File: src/hw/la_pkg.sv
package la_pkg;

    typedef logic [31:0] word_t;
    typedef logic [4:0] reg_idx_t;
    typedef logic [11:0] alu_op_t; // one-hot, see bit positions below

    typedef enum logic [2:0] {
        st_if,
        st_id,
        st_exe,
        st_mem,
        st_wb
    } cpu_state_t;

    // bit positions inside alu_op_t
    localparam int alu_add  = 0;
    localparam int alu_sub  = 1;
    localparam int alu_slt  = 2;
    localparam int alu_sltu = 3;
    localparam int alu_and  = 4;
    localparam int alu_nor  = 5;
    localparam int alu_or   = 6;
    localparam int alu_xor  = 7;
    localparam int alu_sll  = 8;
    localparam int alu_srl  = 9;
    localparam int alu_sra  = 10;
    localparam int alu_lui  = 11;

    // register and shift forms match instr[31:15]
    localparam logic [16:0] op_add_w  = 17'h00020;
    localparam logic [16:0] op_sub_w  = 17'h00022;
    localparam logic [16:0] op_slt    = 17'h00024;
    localparam logic [16:0] op_sltu   = 17'h00025;
    localparam logic [16:0] op_nor    = 17'h00028;
    localparam logic [16:0] op_and    = 17'h00029;
    localparam logic [16:0] op_or     = 17'h0002a;
    localparam logic [16:0] op_xor    = 17'h0002b;
    localparam logic [16:0] op_slli_w = 17'h00081;
    localparam logic [16:0] op_srli_w = 17'h00089;
    localparam logic [16:0] op_srai_w = 17'h00091;

    // si12 forms match instr[31:22]
    localparam logic [9:0] op_addi_w = 10'h00a;
    localparam logic [9:0] op_ld_w   = 10'h0a2;
    localparam logic [9:0] op_st_w   = 10'h0a6;

    localparam logic [6:0] op_lu12i_w = 7'h0a; // instr[31:25]

    // branch forms match instr[31:26]
    localparam logic [5:0] op_jirl = 6'h13;
    localparam logic [5:0] op_b    = 6'h14;
    localparam logic [5:0] op_bl   = 6'h15;
    localparam logic [5:0] op_beq  = 6'h16;
    localparam logic [5:0] op_bne  = 6'h17;

endpackage

File: src/hw/la_decoder.sv
`timescale 1ns/1ps

module la_decoder import la_pkg::*; (
    input  word_t    instr,
    output reg_idx_t rd,
    output reg_idx_t rj,
    output reg_idx_t rk,
    output alu_op_t  alu_op,
    output word_t    imm,
    output logic     src1_is_pc,
    output logic     src2_is_imm,
    output logic     src_reg_is_rd,
    output logic     is_load,
    output logic     is_store,
    output logic     is_branch_cond_eq,
    output logic     is_branch_cond_ne,
    output logic     is_jump_pc_rel,
    output logic     is_jirl,
    output logic     writes_reg,
    output logic     dest_is_r1
);

    logic [16:0] op17;
    logic [9:0]  op10;
    logic [6:0]  op7;
    logic [5:0]  op6;

    logic inst_add_w;
    logic inst_sub_w;
    logic inst_slt;
    logic inst_sltu;
    logic inst_nor;
    logic inst_and;
    logic inst_or;
    logic inst_xor;
    logic inst_slli_w;
    logic inst_srli_w;
    logic inst_srai_w;
    logic inst_addi_w;
    logic inst_lu12i_w;
    logic inst_ld_w;
    logic inst_st_w;
    logic inst_jirl;
    logic inst_b;
    logic inst_bl;
    logic inst_beq;
    logic inst_bne;

    logic need_ui5;
    logic need_si12;
    logic need_si20;
    logic need_si16;

    assign op17 = instr[31:15];
    assign op10 = instr[31:22];
    assign op7  = instr[31:25];
    assign op6  = instr[31:26];

    assign rd = instr[4:0];
    assign rj = instr[9:5];
    assign rk = instr[14:10];

    assign inst_add_w   = op17 == op_add_w;
    assign inst_sub_w   = op17 == op_sub_w;
    assign inst_slt     = op17 == op_slt;
    assign inst_sltu    = op17 == op_sltu;
    assign inst_nor     = op17 == op_nor;
    assign inst_and     = op17 == op_and;
    assign inst_or      = op17 == op_or;
    assign inst_xor     = op17 == op_xor;
    assign inst_slli_w  = op17 == op_slli_w;
    assign inst_srli_w  = op17 == op_srli_w;
    assign inst_srai_w  = op17 == op_srai_w;
    assign inst_addi_w  = op10 == op_addi_w;
    assign inst_ld_w    = op10 == op_ld_w;
    assign inst_st_w    = op10 == op_st_w;
    assign inst_lu12i_w = op7 == op_lu12i_w;
    assign inst_jirl    = op6 == op_jirl;
    assign inst_b       = op6 == op_b;
    assign inst_bl      = op6 == op_bl;
    assign inst_beq     = op6 == op_beq;
    assign inst_bne     = op6 == op_bne;

    always_comb begin
        alu_op = '0;
        alu_op[alu_add]  = inst_add_w | inst_addi_w | inst_ld_w | inst_st_w
                         | inst_jirl | inst_bl; // links compute pc + 4
        alu_op[alu_sub]  = inst_sub_w;
        alu_op[alu_slt]  = inst_slt;
        alu_op[alu_sltu] = inst_sltu;
        alu_op[alu_and]  = inst_and;
        alu_op[alu_nor]  = inst_nor;
        alu_op[alu_or]   = inst_or;
        alu_op[alu_xor]  = inst_xor;
        alu_op[alu_sll]  = inst_slli_w;
        alu_op[alu_srl]  = inst_srli_w;
        alu_op[alu_sra]  = inst_srai_w;
        alu_op[alu_lui]  = inst_lu12i_w;
    end

    assign need_ui5  = inst_slli_w | inst_srli_w | inst_srai_w;
    assign need_si12 = inst_addi_w | inst_ld_w | inst_st_w;
    assign need_si20 = inst_lu12i_w;
    assign need_si16 = inst_jirl | inst_beq | inst_bne;

    always_comb begin
        if (need_ui5) begin
            imm = {27'b0, instr[14:10]};
        end else if (need_si12) begin
            imm = {{20{instr[21]}}, instr[21:10]};
        end else if (need_si20) begin
            imm = {instr[24:5], 12'b0};
        end else if (need_si16) begin
            imm = {{14{instr[25]}}, instr[25:10], 2'b00};
        end else begin
            imm = {{4{instr[9]}}, instr[9:0], instr[25:10], 2'b00}; // b and bl offset
        end
    end

    assign src1_is_pc    = inst_jirl | inst_bl;
    assign src2_is_imm   = need_ui5 | need_si12 | need_si20;
    assign src_reg_is_rd = inst_beq | inst_bne | inst_st_w;

    assign is_load           = inst_ld_w;
    assign is_store          = inst_st_w;
    assign is_branch_cond_eq = inst_beq;
    assign is_branch_cond_ne = inst_bne;
    assign is_jump_pc_rel    = inst_b | inst_bl;
    assign is_jirl           = inst_jirl;
    assign dest_is_r1        = inst_bl;

    assign writes_reg = inst_add_w | inst_sub_w | inst_slt | inst_sltu | inst_nor
                      | inst_and | inst_or | inst_xor | need_ui5 | inst_addi_w
                      | inst_lu12i_w | inst_ld_w | inst_jirl | inst_bl;

endmodule

File: src/hw/la_alu.sv
`timescale 1ns/1ps

module la_alu import la_pkg::*; (
    input  alu_op_t alu_op,
    input  word_t   src1,
    input  word_t   src2,
    output word_t   result
);

    word_t       adder_b;
    logic        adder_cin;
    logic [32:0] adder_sum;
    word_t       add_sub_res;
    word_t       slt_res;
    word_t       sltu_res;
    word_t       sll_res;
    word_t       srl_res;
    word_t       sra_res;
    logic [4:0]  shamt;

    // sub and both compares share the adder as src1 + ~src2 + 1
    assign adder_cin   = alu_op[alu_sub] | alu_op[alu_slt] | alu_op[alu_sltu];
    assign adder_b     = adder_cin ? ~src2 : src2;
    assign adder_sum   = {1'b0, src1} + {1'b0, adder_b} + {32'b0, adder_cin};
    assign add_sub_res = adder_sum[31:0];

    // signed less than from the sign bits and the difference
    assign slt_res = {31'b0, (src1[31] & ~src2[31])
                           | (~(src1[31] ^ src2[31]) & add_sub_res[31])};

    assign sltu_res = {31'b0, ~adder_sum[32]}; // no carry out means a borrow

    assign shamt   = src2[4:0];
    assign sll_res = src1 << shamt;
    assign srl_res = src1 >> shamt;
    assign sra_res = word_t'($signed(src1) >>> shamt);

    always_comb begin
        result = ({32{alu_op[alu_add] | alu_op[alu_sub]}} & add_sub_res)
               | ({32{alu_op[alu_slt]}}  & slt_res)
               | ({32{alu_op[alu_sltu]}} & sltu_res)
               | ({32{alu_op[alu_and]}}  & (src1 & src2))
               | ({32{alu_op[alu_nor]}}  & ~(src1 | src2))
               | ({32{alu_op[alu_or]}}   & (src1 | src2))
               | ({32{alu_op[alu_xor]}}  & (src1 ^ src2))
               | ({32{alu_op[alu_sll]}}  & sll_res)
               | ({32{alu_op[alu_srl]}}  & srl_res)
               | ({32{alu_op[alu_sra]}}  & sra_res)
               | ({32{alu_op[alu_lui]}}  & src2); // immediate arrives already shifted
    end

endmodule

File: src/hw/la_regfile.sv
`timescale 1ns/1ps

module la_regfile import la_pkg::*; (
    input  logic     clk,
    input  reg_idx_t raddr1,
    input  reg_idx_t raddr2,
    output word_t    rdata1,
    output word_t    rdata2,
    input  logic     we,
    input  reg_idx_t waddr,
    input  word_t    wdata
);

    word_t regs [32];

    always_ff @(posedge clk) begin
        if (we && (waddr != '0)) begin
            regs[waddr] <= wdata; // r0 is never stored
        end
    end

    assign rdata1 = (raddr1 == '0) ? '0 : regs[raddr1];
    assign rdata2 = (raddr2 == '0) ? '0 : regs[raddr2];

endmodule

File: src/hw/la_cpu.sv
`timescale 1ns/1ps

module la_cpu import la_pkg::*; #(
    parameter word_t reset_pc = 32'h1c00_0000
) (
    input  logic       clk,
    input  logic       reset,

    output logic       inst_sram_we,
    output word_t      inst_sram_addr,
    output word_t      inst_sram_wdata,
    input  word_t      inst_sram_rdata,

    output logic       data_sram_we,
    output word_t      data_sram_addr,
    output word_t      data_sram_wdata,
    input  word_t      data_sram_rdata,

    output word_t      debug_wb_pc,
    output logic [3:0] debug_wb_rf_we,
    output reg_idx_t   debug_wb_rf_wnum,
    output word_t      debug_wb_rf_wdata
);

    cpu_state_t state;
    cpu_state_t next_state;

    word_t pc;
    word_t inst_pc;
    word_t instr_q;
    word_t dec_instr;

    reg_idx_t rd;
    reg_idx_t rj;
    reg_idx_t rk;
    alu_op_t  alu_op;
    word_t    imm;
    logic     src1_is_pc;
    logic     src2_is_imm;
    logic     src_reg_is_rd;
    logic     is_load;
    logic     is_store;
    logic     is_branch_cond_eq;
    logic     is_branch_cond_ne;
    logic     is_jump_pc_rel;
    logic     is_jirl;
    logic     writes_reg;
    logic     dest_is_r1;

    reg_idx_t rf_raddr2;
    word_t    rf_rdata1;
    word_t    rf_rdata2;
    logic     rf_we;
    reg_idx_t dest;

    word_t alu_src1;
    word_t alu_src2;
    word_t alu_result;
    word_t store_data;
    word_t result_q;

    logic  is_link;
    logic  branch_only;
    logic  rj_eq_rd;
    logic  br_taken;
    word_t br_target;
    word_t seq_pc;
    word_t next_pc;

    // the word is only on the SRAM bus during st_id, later states use the copy
    assign dec_instr = (state == st_id) ? inst_sram_rdata : instr_q;

    la_decoder u_decoder (
        .instr             (dec_instr),
        .rd                (rd),
        .rj                (rj),
        .rk                (rk),
        .alu_op            (alu_op),
        .imm               (imm),
        .src1_is_pc        (src1_is_pc),
        .src2_is_imm       (src2_is_imm),
        .src_reg_is_rd     (src_reg_is_rd),
        .is_load           (is_load),
        .is_store          (is_store),
        .is_branch_cond_eq (is_branch_cond_eq),
        .is_branch_cond_ne (is_branch_cond_ne),
        .is_jump_pc_rel    (is_jump_pc_rel),
        .is_jirl           (is_jirl),
        .writes_reg        (writes_reg),
        .dest_is_r1        (dest_is_r1)
    );

    assign rf_raddr2 = src_reg_is_rd ? rd : rk;
    assign rf_we     = (state == st_wb) && writes_reg;
    assign dest      = dest_is_r1 ? reg_idx_t'(1) : rd;

    la_regfile u_regfile (
        .clk    (clk),
        .raddr1 (rj),
        .raddr2 (rf_raddr2),
        .rdata1 (rf_rdata1),
        .rdata2 (rf_rdata2),
        .we     (rf_we),
        .waddr  (dest),
        .wdata  (result_q)
    );

    la_alu u_alu (
        .alu_op (alu_op),
        .src1   (alu_src1),
        .src2   (alu_src2),
        .result (alu_result)
    );

    // branch resolution, all of it happens in st_id
    assign is_link     = is_jirl | dest_is_r1;
    assign branch_only = is_branch_cond_eq | is_branch_cond_ne | (is_jump_pc_rel & ~writes_reg);
    assign rj_eq_rd    = rf_rdata1 == rf_rdata2;
    assign br_taken    = (is_branch_cond_eq & rj_eq_rd) | (is_branch_cond_ne & ~rj_eq_rd)
                       | is_jump_pc_rel | is_jirl;
    assign br_target   = is_jirl ? (rf_rdata1 + imm) : (pc + imm);
    assign seq_pc      = pc + 32'd4;
    assign next_pc     = br_taken ? {br_target[31:2], 2'b00} : seq_pc; // fetch stays aligned

    always_comb begin
        next_state = state;
        unique case (state)
            st_if: begin
                next_state = st_id;
            end
            st_id: begin
                next_state = branch_only ? st_if : st_exe;
            end
            st_exe: begin
                if (is_load || is_store) begin
                    next_state = st_mem;
                end else if (writes_reg) begin
                    next_state = st_wb;
                end else begin
                    next_state = st_if; // unknown encoding retires silently
                end
            end
            st_mem: begin
                next_state = is_load ? st_wb : st_if;
            end
            st_wb: begin
                next_state = st_if;
            end
            default: begin
                next_state = st_if;
            end
        endcase
    end

    always_ff @(posedge clk) begin
        if (reset) begin
            state <= st_if;
            pc    <= reset_pc;
        end else begin
            state <= next_state;
            if (state == st_id) begin
                pc <= next_pc;
            end
        end
    end

    always_ff @(posedge clk) begin
        case (state)
            st_id: begin
                instr_q    <= inst_sram_rdata;
                inst_pc    <= pc;
                alu_src1   <= src1_is_pc ? pc : rf_rdata1;
                if (is_link) begin
                    alu_src2 <= 32'd4;
                end else begin
                    alu_src2 <= src2_is_imm ? imm : rf_rdata2;
                end
                store_data <= rf_rdata2; // rd value for st.w
            end
            st_exe: begin
                result_q <= alu_result;
            end
            st_mem: begin
                if (is_load) begin
                    result_q <= data_sram_rdata;
                end
            end
            default: begin
            end
        endcase
    end

    assign inst_sram_we    = 1'b0;
    assign inst_sram_addr  = pc;
    assign inst_sram_wdata = '0;

    assign data_sram_we    = (state == st_exe) && is_store;
    assign data_sram_addr  = alu_result;
    assign data_sram_wdata = store_data;

    assign debug_wb_pc       = inst_pc;
    assign debug_wb_rf_we    = {4{rf_we}};
    assign debug_wb_rf_wnum  = dest;
    assign debug_wb_rf_wdata = result_q;

endmodule

File: config.mk
export PLATFORM = sky130hd
export DESIGN_NAME = la_cpu
export DESIGN_NICKNAME = d
export VERILOG_FILES = /design/src/hw/la_pkg.sv /design/src/hw/la_decoder.sv /design/src/hw/la_alu.sv /design/src/hw/la_regfile.sv /design/src/hw/la_cpu.sv
export SDC_FILE = /design/constraint.sdc
export NUM_CORES = 2
export LEC_CHECK = 0
export CAP_MARGIN = 20
export CELL_PAD_IN_SITES_DETAIL_PLACEMENT = 1
export CELL_PAD_IN_SITES_GLOBAL_PLACEMENT = 1
export CORE_UTILIZATION = 52
export DETAILED_ROUTE_END_ITERATION = 8
export DONT_BUFFER_PORTS = 1
export HOLD_SLACK_MARGIN = 0.05
export PLACE_DENSITY = 0.77
export SYNTH_ARGS = -nofsm -noshare
export SYNTH_HDL_FRONTEND = slang
export SYNTH_SLANG_ARGS = --single-unit
File: constraint.sdc
create_clock -name clk -period 12.7 [get_ports clk]
set_input_delay 2.54 -clock clk [delete_from_list [all_inputs] [get_ports clk]]
set_output_delay 2.54 -clock clk [all_outputs]
set_load 0.03 [all_outputs]
==> reports/summary.txt <==
Chip width -> 371 um
Synth Area in Simple Gates -> 0.153
Row count -> 135
Vias -> 63500
Post-synth EDFFs -> 1182
Final TNS setup -> 0 ps
Ports -> 269
Yosys top cell by area -> edfxtp_1
XOR/XNOR Fraction of Synth Area -> 0.0117
Peak supply drop -> 0.146 mV
Drt first pass iters -> 9
Synthesized area per cell -> 10.2 um2
Routed WL -> 320000 um
Mapped cell area -> 70900 um2
Clk sinks -> 1247
Critical path type -> input port to output pin
CP Launch Type -> input port
Routability cong. -> 0.992
Worst EP arrival -> 9270 ps
TritonCTS clock tree -> built
Fraction of layout cells with a size suffix above 1 -> 0.0923
CP max FO -> 8
Final non-filler cell total -> 8724
Port Buf Inserts -> 0
# fillers -> 14500
Crit share post-route -> 0.930
Area grow syn2layout -> 9.48%
Clock Skew -> 38.4 ps
Adder-Cell Fraction of Synth Area -> 0.0229
CORE AREA -> 135000 um2
# setup viols final -> 0
Wire per inst -> 36.7 um
Overflow left after global routing -> 0
Slew headroom -> 0.0768
Hold Path Class -> flop to flop
Fin. Hold Viols -> 0
Mux contribution to synthesized area -> 0.0931
Commonest non-fill, non-tap cell in the layout -> nand2_1
Pwr per Cell Area -> 205 nW/um2
DR vias/cell -> 7.28
RSZ-0062 raised after global routing -> false
DRC -> 0
Post-synth ARST share -> 0
Final hold slack -> 485 ps
Worst-skew pair later-pin latency -> 820 ps
Starting DRC count in detailed routing -> 9346
Die height -> 371 um
Max-Cap Viols -> 0
Hold_buf cts -> 0
Vias in the first global route -> 61900
Initial antenna violation count -> 42
Placed cells -> 8445
Compound-gate portion of the synthesized area -> 0.149
Area contributors post-synth -> edfxtp_1, mux2i_1, nand2_1
Die area -> 138000 um2
Largest net degree at the start of global routing -> 168
WP data required -> 10160 ps
Final Critical Period -> 11810 ps
Synth top area share -> 0.500
# resized after CTS -> 0
Status -> completed
Clk buf depth -> 3
Count of different cell masters after synthesis -> 100
Clock transition at path regs -> 60 ps
Slew @ Worst Pin -> 1380 ps
TritonCTS buffer count -> 138
Initial Utilization -> 0.524
Total GRT Usage -> 0.454
Post-synthesis sequential area ratio -> 0.519
Total power -> 15.9 mW
Fin. max-slew vios -> 0
Final nets -> 7004
Most frequent cells in the layout -> nand2_1, edfxtp_1, nand3_1
First-pass GRT wire length -> 447000 um
Root Buffer -> clkbuf_16
Post-Syn Instances -> 6925
Critical path capture point type -> output pin
Largest family of logic cells by synthesized area -> simple AND/OR/NAND/NOR gates
Fmax -> 0.0846 GHz
Ys Warns -> 0
# H-tree levels -> 4
Pleak -> 28.7 nW
Synth Flop Type -> edfxtp_1
Post-DP HPWL -> 203000 um
Postcts setup bufs -> 0
Antenna-violating nets left -> 0
Register bit total from synthesis -> 1247
layer usage:
layer,wire length (um),track usage,vias up
met5,369,0.00140,-
met4,24600,0.309,34
met3,42500,0.148,1288
met2,139000,0.673,4880
met1,114000,0.562,31700
li1,-,-,25600
power breakdown:
group / internal [mW] / switching [mW]
registers: 4.74 / 0.286
clock network: 2.22 / 1.76
logic: 1.99 / 4.94
final cells by class:
cell class / instances / area [um2] / share of cell area
diodes: 22 / 55.1 / 0.000709
clock buffers: 180 / 3680 / 0.0474
clock inverters: 72 / 668 / 0.00860
inverters: 257 / 988 / 0.0127
multi-input cells: 4912 / 31200 / 0.401
flip-flops and latches: 1247 / 36800 / 0.474
well taps: 1781 / 2230 / 0.0287
repair buffers: 253 / 2070 / 0.0267
cells by family after synthesis:
group	Yosys count
simple gates	2512
compound gates	1473
flops	1247
buf+inv	834
mux	634
fa+ha+maj	129
xor+xnor	95
other cells	1
worst paths after layout:
check	from	to	slack [ps]	cells after the start
worst max-delay path	inst_sram_rdata[26]	data_sram_addr[30]	890	23
worst max register to register	state[0]$_SDFF_PP0_	inst_sram_addr[21]$_SDFFE_PP0P_	2320	18
worst min-delay path	instr_q[31]$_DFF_P_	instr_q[31]$_DFF_P_	480	2
worst min register to register	instr_q[31]$_DFF_P_	instr_q[31]$_DFF_P_	480	2
worst max-delay path, stage by stage:
cell and delay [ps]:
or4_1 550, nor2_1 110, or4b_2 780, a211oi_1 290, buf_4 220, nand3_2 210
xnor2_1 230, fa_1 440, a21o_1 190, a21oi_1 260, o21bai_1 100, a21oi_1 220
o21bai_1 130, a2111oi_0 380, buf_4 200, a21oi_1 110, o21ai_0 320, o211ai_1 280
a31oi_1 390, a21oi_1 230, o31ai_1 320, mux2i_1 120, o2111ai_1 640
flip-flops by register name, summed over array words and instances (netlist names):
register and cells:
alu_src1 32, inst_sram_addr 30, state 3, instr_q 32, u_regfile.regs 1024, debug_wb_pc 30
alu_src2 32, data_sram_wdata 32, debug_wb_rf_wdata 32
synth_stat cells, types with 18 or more instances:
master,number
a211oi_1,66
a21oi_1,277
a221o_1,31
a221oi_1,32
a222oi_1,18
a22oi_1,25
a311o_1,29
a311oi_1,124
a31oi_1,53
a32oi_1,18
and2_1,22
and3_1,71
buf_1,88
buf_2,125
buf_4,77
clkbuf_1,273
dfxtp_1,65
edfxtp_1,1182
ha_1,128
inv_1,252
mux2_2,96
mux2i_1,522
nand2_1,1286
nand3_1,531
nand4_1,26
nor2_1,418
nor3_1,44
nor4_1,18
o2111ai_1,131
o211ai_1,182
o21a_1,18
o21ai_0,195
o221ai_1,19
o22ai_1,69
o311ai_0,20
o31ai_1,25
xnor2_1,72
xor2_1,23
stage by stage:
| stage | area [um2] | setup WS (ps) | utilization |
|---|---|---|---|
| global route | 77600 | 474 | 0.573 |
| floorplan | 71200 | 1410 | - |
| CTS | 77600 | 1020 | 0.573 |
| finish | 77700 | 886 | 0.573 |
| detailed placement | 73200 | 1050 | 0.540 |
| global placement | 73200 | 932 | 0.540 |
No activity file was read; power rests on OpenSTA's default activity.
